==> src/csr_pkg.sv <==
package csr_pkg;

    // ******************************
    // Basic CSR types
    // ******************************
    typedef logic [63:0] csr_data_t;    // CSR data word.
    typedef logic [11:0] csr_addr_t;    // CSR address.

    // Same codes as the low bits of funct3. Code 2'b00 is reserved.
    typedef enum logic [1:0] {
        CSR_RW = 2'b01,
        CSR_RS = 2'b10,
        CSR_RC = 2'b11
    } csr_op_e;

    // Supervisor CSRs held in this slice.
    localparam csr_addr_t CSR_SATP_ADDR     = 12'h180;
    localparam csr_addr_t CSR_SSCRATCH_ADDR = 12'h140;
    localparam csr_addr_t CSR_SEPC_ADDR     = 12'h141;
    localparam csr_addr_t CSR_STVAL_ADDR    = 12'h143;

    // ******************************
    // Buses between the blocks
    // ******************************
    typedef struct packed {
        logic      en;
        csr_op_e   op;
        csr_addr_t addr;
        csr_data_t operand;
    } csr_req_t;

    // New value is (old | sdata) & ~cdata.
    typedef struct packed {
        logic      wr;
        csr_addr_t waddr;
        csr_data_t sdata;
        csr_data_t cdata;
    } csr_wr_t;

    typedef struct packed {
        csr_data_t rdata;   // Zero when hit is low.
        logic      hit;
    } csr_rsp_t;

endpackage

==> src/mmu_pkg.sv <==
package mmu_pkg;

    // Machine XLEN code, as in misa.
    typedef logic [1:0] mxl_t;

    localparam mxl_t MXL_32 = 2'd1;     // Any other code selects RV64.

    // ******************************
    // Storage widths of the satp fields
    // ******************************
    localparam int SATP_PPN_W  = 44;
    localparam int SATP_ASID_W = 16;
    localparam int SATP_MODE_W = 4;

    // Field widths in the 32-bit layout.
    localparam int SATP32_PPN_W  = 22;
    localparam int SATP32_ASID_W = 9;
    localparam int SATP32_MODE_W = 1;

    // ******************************
    // Field positions
    // ******************************
    // 64-bit layout.
    localparam int SATP64_PPN_LSB  = 0;
    localparam int SATP64_ASID_LSB = 44;
    localparam int SATP64_MODE_LSB = 60;

    // 32-bit layout, zero extended to 64 bits on read.
    localparam int SATP32_PPN_LSB  = 0;
    localparam int SATP32_ASID_LSB = 22;
    localparam int SATP32_MODE_LSB = 31;

endpackage

==> src/csr_access_ctrl.sv <==
`timescale 1ns/1ps

module csr_access_ctrl (
    input  csr_pkg::csr_req_t req,
    output csr_pkg::csr_wr_t  wr_bus,
    input  csr_pkg::csr_rsp_t rsp_mmu,
    input  csr_pkg::csr_rsp_t rsp_trap,
    output csr_pkg::csr_rsp_t rsp,
    output logic              illegal
);

    logic               op_legal;
    logic               any_hit;
    csr_pkg::csr_data_t set_mask;
    csr_pkg::csr_data_t clr_mask;

    // ******************************
    // Operation to set/clear masks
    // ******************************
    always_comb begin
        op_legal = 1'b1;
        case (req.op)
            csr_pkg::CSR_RW: begin
                set_mask = req.operand;
                clr_mask = ~req.operand;     // Full overwrite.
            end
            csr_pkg::CSR_RS: begin
                set_mask = req.operand;
                clr_mask = '0;
            end
            csr_pkg::CSR_RC: begin
                set_mask = '0;
                clr_mask = req.operand;
            end
            default: begin
                set_mask = '0;
                clr_mask = '0;
                op_legal = 1'b0;             // Reserved code.
            end
        endcase
    end

    // ******************************
    // Response merge
    // ******************************
    // Blocks return zero data on a miss, so an OR is enough.
    assign any_hit = rsp_mmu.hit | rsp_trap.hit;

    assign rsp.rdata = rsp_mmu.rdata | rsp_trap.rdata;
    assign rsp.hit   = any_hit;

    assign illegal = req.en && (!any_hit || !op_legal);

    // Broadcast write, each block checks waddr on its own side.
    assign wr_bus.wr    = req.en && op_legal && any_hit;
    assign wr_bus.waddr = req.addr;
    assign wr_bus.sdata = set_mask;
    assign wr_bus.cdata = clr_mask;

endmodule

==> src/mmu_csr.sv <==
`timescale 1ns/1ps

module mmu_csr #(
    parameter int asid_bits = 16
) (
    input  logic                            clk,
    input  logic                            rstn,
    input  mmu_pkg::mxl_t                   mxl,
    input  csr_pkg::csr_wr_t                wr_bus,
    input  csr_pkg::csr_addr_t              raddr,
    output csr_pkg::csr_rsp_t               rsp,
    output logic [mmu_pkg::SATP_PPN_W-1:0]  satp_ppn,
    output logic [mmu_pkg::SATP_ASID_W-1:0] satp_asid,
    output logic [mmu_pkg::SATP_MODE_W-1:0] satp_mode
);

    typedef logic [mmu_pkg::SATP_PPN_W-1:0]  ppn_t;
    typedef logic [mmu_pkg::SATP_ASID_W-1:0] asid_t;
    typedef logic [mmu_pkg::SATP_MODE_W-1:0] mode_t;

    // Mask of the implemented ASID bits.
    localparam asid_t asid_impl =
        asid_t'({mmu_pkg::SATP_ASID_W{1'b1}} >> (mmu_pkg::SATP_ASID_W - asid_bits));

    logic               is32;
    logic               satp_we;
    ppn_t               ppn_s, ppn_c, ppn_keep;
    asid_t              asid_s, asid_c, asid_keep;
    mode_t              mode_s, mode_c, mode_keep;
    csr_pkg::csr_data_t satp_rd;

    assign is32    = (mxl == mmu_pkg::MXL_32);
    assign satp_we = wr_bus.wr && (wr_bus.waddr == csr_pkg::CSR_SATP_ADDR);

    // ******************************
    // Field extraction for a write
    // ******************************
    always_comb begin
        if (is32) begin
            ppn_s  = ppn_t'(wr_bus.sdata[mmu_pkg::SATP32_PPN_LSB +: mmu_pkg::SATP32_PPN_W]);
            ppn_c  = ppn_t'(wr_bus.cdata[mmu_pkg::SATP32_PPN_LSB +: mmu_pkg::SATP32_PPN_W]);
            asid_s = asid_t'(wr_bus.sdata[mmu_pkg::SATP32_ASID_LSB +: mmu_pkg::SATP32_ASID_W]);
            asid_c = asid_t'(wr_bus.cdata[mmu_pkg::SATP32_ASID_LSB +: mmu_pkg::SATP32_ASID_W]);
            mode_s = mode_t'(wr_bus.sdata[mmu_pkg::SATP32_MODE_LSB +: mmu_pkg::SATP32_MODE_W]);
            mode_c = mode_t'(wr_bus.cdata[mmu_pkg::SATP32_MODE_LSB +: mmu_pkg::SATP32_MODE_W]);
            // Upper storage bits are dropped in RV32.
            ppn_keep  = ppn_t'({mmu_pkg::SATP32_PPN_W{1'b1}});
            asid_keep = asid_t'({mmu_pkg::SATP32_ASID_W{1'b1}});
            mode_keep = mode_t'({mmu_pkg::SATP32_MODE_W{1'b1}});
        end else begin
            ppn_s     = wr_bus.sdata[mmu_pkg::SATP64_PPN_LSB +: mmu_pkg::SATP_PPN_W];
            ppn_c     = wr_bus.cdata[mmu_pkg::SATP64_PPN_LSB +: mmu_pkg::SATP_PPN_W];
            asid_s    = wr_bus.sdata[mmu_pkg::SATP64_ASID_LSB +: mmu_pkg::SATP_ASID_W];
            asid_c    = wr_bus.cdata[mmu_pkg::SATP64_ASID_LSB +: mmu_pkg::SATP_ASID_W];
            mode_s    = wr_bus.sdata[mmu_pkg::SATP64_MODE_LSB +: mmu_pkg::SATP_MODE_W];
            mode_c    = wr_bus.cdata[mmu_pkg::SATP64_MODE_LSB +: mmu_pkg::SATP_MODE_W];
            ppn_keep  = '1;
            asid_keep = '1;
            mode_keep = '1;
        end
    end

    always_ff @(posedge clk or negedge rstn) begin
        if (!rstn) begin
            satp_ppn  <= '0;
            satp_asid <= '0;
            satp_mode <= '0;
        end else if (satp_we) begin
            satp_ppn  <= (satp_ppn | ppn_s) & ~ppn_c & ppn_keep;
            satp_asid <= (satp_asid | asid_s) & ~asid_c & asid_keep & asid_impl;
            satp_mode <= (satp_mode | mode_s) & ~mode_c & mode_keep;
        end
    end

    // ******************************
    // Read-back in the selected layout
    // ******************************
    always_comb begin
        satp_rd = '0;
        if (is32) begin
            satp_rd[mmu_pkg::SATP32_PPN_LSB +: mmu_pkg::SATP32_PPN_W] =
                satp_ppn[0 +: mmu_pkg::SATP32_PPN_W];
            satp_rd[mmu_pkg::SATP32_ASID_LSB +: mmu_pkg::SATP32_ASID_W] =
                satp_asid[0 +: mmu_pkg::SATP32_ASID_W];
            satp_rd[mmu_pkg::SATP32_MODE_LSB +: mmu_pkg::SATP32_MODE_W] =
                satp_mode[0 +: mmu_pkg::SATP32_MODE_W];
        end else begin
            satp_rd[mmu_pkg::SATP64_PPN_LSB +: mmu_pkg::SATP_PPN_W]   = satp_ppn;
            satp_rd[mmu_pkg::SATP64_ASID_LSB +: mmu_pkg::SATP_ASID_W] = satp_asid;
            satp_rd[mmu_pkg::SATP64_MODE_LSB +: mmu_pkg::SATP_MODE_W] = satp_mode;
        end
    end

    assign rsp.hit   = (raddr == csr_pkg::CSR_SATP_ADDR);
    assign rsp.rdata = rsp.hit ? satp_rd : '0;

endmodule

==> src/sup_trap_csr.sv <==
`timescale 1ns/1ps

module sup_trap_csr (
    input  logic               clk,
    input  logic               rstn,
    input  csr_pkg::csr_wr_t   wr_bus,
    input  csr_pkg::csr_addr_t raddr,
    output csr_pkg::csr_rsp_t  rsp
);

    // Instructions are 16-bit aligned, so sepc bit 0 stays zero.
    localparam csr_pkg::csr_data_t sepc_mask = ~64'h1;

    csr_pkg::csr_data_t sscratch;
    csr_pkg::csr_data_t sepc;
    csr_pkg::csr_data_t stval;
    logic               sscratch_we;
    logic               sepc_we;
    logic               stval_we;

    // Set/clear rule shared by all three registers.
    function automatic csr_pkg::csr_data_t set_clr(csr_pkg::csr_data_t old_val,
                                                   csr_pkg::csr_wr_t   w);
        return (old_val | w.sdata) & ~w.cdata;
    endfunction

    // ******************************
    // Write decode and registers
    // ******************************
    assign sscratch_we = wr_bus.wr && (wr_bus.waddr == csr_pkg::CSR_SSCRATCH_ADDR);
    assign sepc_we     = wr_bus.wr && (wr_bus.waddr == csr_pkg::CSR_SEPC_ADDR);
    assign stval_we    = wr_bus.wr && (wr_bus.waddr == csr_pkg::CSR_STVAL_ADDR);

    always_ff @(posedge clk or negedge rstn) begin
        if (!rstn) begin
            sscratch <= '0;
            sepc     <= '0;
            stval    <= '0;
        end else begin
            if (sscratch_we)
                sscratch <= set_clr(sscratch, wr_bus);
            if (sepc_we)
                sepc <= set_clr(sepc, wr_bus) & sepc_mask;
            if (stval_we)
                stval <= set_clr(stval, wr_bus);
        end
    end

    // ******************************
    // Read-back
    // ******************************
    always_comb begin
        rsp.rdata = '0;
        rsp.hit   = 1'b1;
        case (raddr)
            csr_pkg::CSR_SSCRATCH_ADDR: rsp.rdata = sscratch;
            csr_pkg::CSR_SEPC_ADDR:     rsp.rdata = sepc;
            csr_pkg::CSR_STVAL_ADDR:    rsp.rdata = stval;
            default:                    rsp.hit   = 1'b0;   // Not ours.
        endcase
    end

endmodule

==> src/csr_subsys_top.sv <==
`timescale 1ns/1ps

module csr_subsys_top #(
    parameter int asid_bits = 12
) (
    input  logic                            clk,
    input  logic                            rstn,
    input  mmu_pkg::mxl_t                   mxl,
    input  csr_pkg::csr_req_t               req,
    output csr_pkg::csr_rsp_t               rsp,
    output logic                            illegal,
    output logic [mmu_pkg::SATP_PPN_W-1:0]  satp_ppn,
    output logic [mmu_pkg::SATP_ASID_W-1:0] satp_asid,
    output logic [mmu_pkg::SATP_MODE_W-1:0] satp_mode
);

    csr_pkg::csr_wr_t  wr_bus;      // Broadcast write to both blocks.
    csr_pkg::csr_rsp_t rsp_mmu;
    csr_pkg::csr_rsp_t rsp_trap;

    csr_access_ctrl u_ctrl (
        .req      (req),
        .wr_bus   (wr_bus),
        .rsp_mmu  (rsp_mmu),
        .rsp_trap (rsp_trap),
        .rsp      (rsp),
        .illegal  (illegal)
    );

    // ******************************
    // CSR blocks
    // ******************************
    mmu_csr #(
        .asid_bits (asid_bits)
    ) u_mmu_csr (
        .clk       (clk),
        .rstn      (rstn),
        .mxl       (mxl),
        .wr_bus    (wr_bus),
        .raddr     (req.addr),
        .rsp       (rsp_mmu),
        .satp_ppn  (satp_ppn),
        .satp_asid (satp_asid),
        .satp_mode (satp_mode)
    );

    sup_trap_csr u_sup_trap_csr (
        .clk    (clk),
        .rstn   (rstn),
        .wr_bus (wr_bus),
        .raddr  (req.addr),
        .rsp    (rsp_trap)
    );

endmodule

==> config.mk <==
export PLATFORM = sky130hd
export DESIGN_NAME = csr_subsys_top
export DESIGN_NICKNAME = d
export VERILOG_FILES = /design/src/csr_pkg.sv /design/src/mmu_pkg.sv /design/src/csr_access_ctrl.sv /design/src/mmu_csr.sv /design/src/sup_trap_csr.sv /design/src/csr_subsys_top.sv
export SDC_FILE = /design/constraint.sdc
export NUM_CORES = 1
export LEC_CHECK = 0
export BUFFER_PORTS_ARGS = -buffer_cell sky130_fd_sc_hd__buf_2
export CORE_ASPECT_RATIO = 0.75
export CORE_MARGIN = 3
export CORE_UTILIZATION = 40
export CTS_BUF_LIST = sky130_fd_sc_hd__clkbuf_16
export DETAILED_ROUTE_END_ITERATION = 6
export HOLD_SLACK_MARGIN = 0.12
export SYNTH_ARGS = -nofsm -noshare
export SYNTH_HDL_FRONTEND = slang
export SYNTH_SLANG_ARGS = --single-unit
export TNS_END_PERCENT = 20
==> constraint.sdc <==
create_clock -name clk -period 4.45 [get_ports clk]
set_clock_uncertainty 0.05 [all_clocks]
set_input_delay 0.89 -clock clk [delete_from_list [all_inputs] [get_ports clk]]
set_output_delay 0.89 -clock clk [all_outputs]
set_load 0.02 [all_outputs]
==> flow_metrics.env <==
export IMPL_synth_async_reset_ratio=1.00
export IMPL_finalNetCount=1694
export IMPL_final_cells=2067
export IMPL_layout_commonest_cell="dfrtp_1"
export IMPL_start_kind="input pin"
export IMPL_final_antenna_net_count=0
export IMPL_place_gp_congestion=0.832
export IMPL_placementRows=56
export IMPL_clk_pin_slew_worst_paths_ps=70
export IMPL_period_share=0.907
export IMPL_cp_cell_sequence="buf_2 > or4b_4 > nor2_1 > buf_4 > a22oi_1 > o221ai_1 > buf_2"
export IMPL_hold_violations=0
export IMPL_initial_core_util=0.414
export IMPL_drc=0
export IMPL_cap_violations=0
export IMPL_outcome="finished clean"
export IMPL_ys_ff_latch=251
export IMPL_cts_sinks=251
export IMPL_synth_top_area_share=0.478
export IMPL_fin_ws_ps=412
export IMPL_via_count=12500
export IMPL_fillers=3025
export IMPL_drtPass1Iterations=6
export IMPL_die_area_um2=35100
export IMPL_ys_types=48
export IMPL_io_buffer_count=208
export IMPL_die_w_um=215
export IMPL_yosysTopAreaCell="dfrtp_1"
export IMPL_use_met3=0.0495
export IMPL_min_period_ps=4040
export IMPL_crit_type="input pin to output pin"
export IMPL_numCtsBuffers=28
export IMPL_grt_use_total=0.257
export IMPL_ir_worst_vdd_uv=233
export IMPL_multiInputGateArea_um2=6350
export IMPL_rsz0062_at_grt="false"
export IMPL_preCtsSetupSlack_ps=468
export IMPL_yosys_top_cells_area="dfrtp_1, o21ai_0, a31oi_1"
export IMPL_critPathSlowestCell="or4b_4"
export IMPL_ff_latch_area_um2=6280
export IMPL_cts_buffer_depth=3
export IMPL_areaGrowthSynthToFinish_pct=18.3
export IMPL_holdBufCountCts=0
export IMPL_finalSetupViolations=0
export IMPL_use_met2=0.390
export IMPL_cp_common_cell="buf_2"
export IMPL_vias_per_cell=6.07
export IMPL_final_cell_mix="dfrtp_1, o21ai_0, buf_2"
export IMPL_required_ps=3510
export IMPL_synth_edf_count=0
export IMPL_core_um2=31800
export IMPL_die_h_um=163
export IMPL_drt_iter0_markers=1358
export IMPL_slowest_delay_ps=740
export IMPL_cts_resized=0
export IMPL_syn_avg_cell_area_um2=9.12
export IMPL_pin_count=213
export IMPL_cts_tree="built"
export IMPL_cp_max_fo=22
export IMPL_drive_gt1_frac=0.231
export IMPL_antenna_found_initial=4
export IMPL_setup_tns_ps=0
export IMPL_clock_root_buffer="clkbuf_16"
export IMPL_synthFlopType="dfrtp_1"
export IMPL_max_slew_worst_pin_slew_ps=1110
export IMPL_max_slew_margin=0.260
export IMPL_hold_ws_ps=198
export IMPL_min_path_type="input pin to asynchronous set/reset pin"
export IMPL_arrival_ps=3100
export IMPL_cts_setup_buffers=0
export IMPL_power_static_leakage_nw=6.45
export IMPL_post_drt_wl_per_cell_um=22.5
export IMPL_syn_area_um2=13200
export IMPL_grt_max_degree=106
export IMPL_crit_path_end_kind="output pin"
export IMPL_clk_latency_ps=540
export IMPL_dp_cells=2013
export IMPL_maxSlewViolCount=0
export IMPL_dp_hpwl_mm=29.2
export IMPL_power_density_nw_per_um2=319
export IMPL_drt_total_wl_mm=46.5
export IMPL_grt_overflow_total=0
export IMPL_use_met1=0.382
export IMPL_syn_inst=1443
export IMPL_busiest_layer="met2"
export IMPL_seq_area_frac_synth=0.478
export IMPL_yosys_warnings=0
export IMPL_fmax_ghz=0.248
export IMPL_cts_htree_levels=1
export IMPL_grt_pass1_vias=12100
export IMPL_grt_first_pass_wirelength_mm=71.6
routing by layer:
layer | vias to the layer above | wire length, µm
met5 | - | 0
met4 | 0 | 1000
met3 | 70 | 4070
met2 | 576 | 20200
met1 | 6255 | 21200
li1 | 5640 | -
state kept, by name (all words and copies together), names as in the netlist:
register and flops:
u_sup_trap_csr.sscratch 64, u_sup_trap_csr.sepc 63, u_mmu_csr.satp_asid 12, u_mmu_csr.satp_ppn 44, u_sup_trap_csr.stval 64, u_mmu_csr.satp_mode 4
metrics by stage:
step / total power, mW / cell area (µm²) / util
6_report: 4.96 / 15600 / 0.489
5_1_grt: 5.15 / 15600 / 0.489
4_1_cts: 5.00 / 15600 / 0.489
3_5_place_dp: 2.75 / 14700 / 0.462
3_3_place_gp: 2.75 / 14700 / 0.462
2_1_floorplan: 2.55 / 13200 / -
cell type report:
cell class | count | share of cell area
Antenna cell | 3 | 0.000482
Tap cell | 435 | 0.0350
Sequential cell | 251 | 0.404
Clock buffer | 29 | 0.0466
Clock inverter | 22 | 0.00933
Inverter | 4 | 0.000965
Timing Repair Buffer | 259 | 0.0962
Multi-Input combinational cell | 1064 | 0.408
synth_stat cells, drive strengths merged (3+ instances only):
cell type  number
o21ai         278
dfrtp         251
nand2         173
a21oi         126
a31oi         112
clkbuf         79
a22oi          57
nor2           57
mux2           49
buf            48
nor2b          37
nand2b         30
mux2i          24
o221ai         17
and2           11
a221oi         10
nor3           10
o21ba          10
a221o           8
a22o            8
nor4            8
a32oi           4
inv             4
o2bb2ai         4
and4            3
ha              3
nand4           3
nor4b           3
or2             3
or4b            3
where the power goes:
part	internal (mW)	switching, mW	total (mW)
Combinational	0.132	0.297	0.429
Clock	1.28	0.963	2.25
Sequential	2.29	0.00243	2.29
kinds of logic (layout without fill, tap and decap cells):
group,after synthesis,after routing,synth area share
simple gates,347,347,0.129
buf+inv,131,314,0.0459
mux,73,73,0.0602
compound gates,637,637,0.284
fa+ha+maj,3,3,0.00285
other cells,1,7,0.000285
flops,251,251,0.478
worst paths after layout:
check | to | cells past startpoint | slack (ps) | from
max reg2reg | u_mmu_csr.satp_asid[2]$_DFFE_PN0P_ | 2 | 3510 | u_mmu_csr.satp_asid[2]$_DFFE_PN0P_
max | rsp[45] | 7 | 410 | req[71]
min | u_mmu_csr.satp_ppn[14]$_DFFE_PN0P_ | 1 | 200 | rstn
max in group asynchronous | u_sup_trap_csr.sepc[30]$_DFFE_PN0P_ | 2 | 3170 | rstn
min reg2reg | u_sup_trap_csr.sepc[56]$_DFFE_PN0P_ | 2 | 460 | u_sup_trap_csr.sepc[56]$_DFFE_PN0P_
min in group clk | u_sup_trap_csr.sepc[56]$_DFFE_PN0P_ | 2 | 460 | u_sup_trap_csr.sepc[56]$_DFFE_PN0P_
worst max-delay path, delay by kind of cell:
kind	cells	cell delay, ps
buffers and inverters	3	630
AND/OR/NAND/NOR	2	1090
AO/OA/AOI/OAI	2	480
Note: power is estimated with default switching activity, not from simulation.
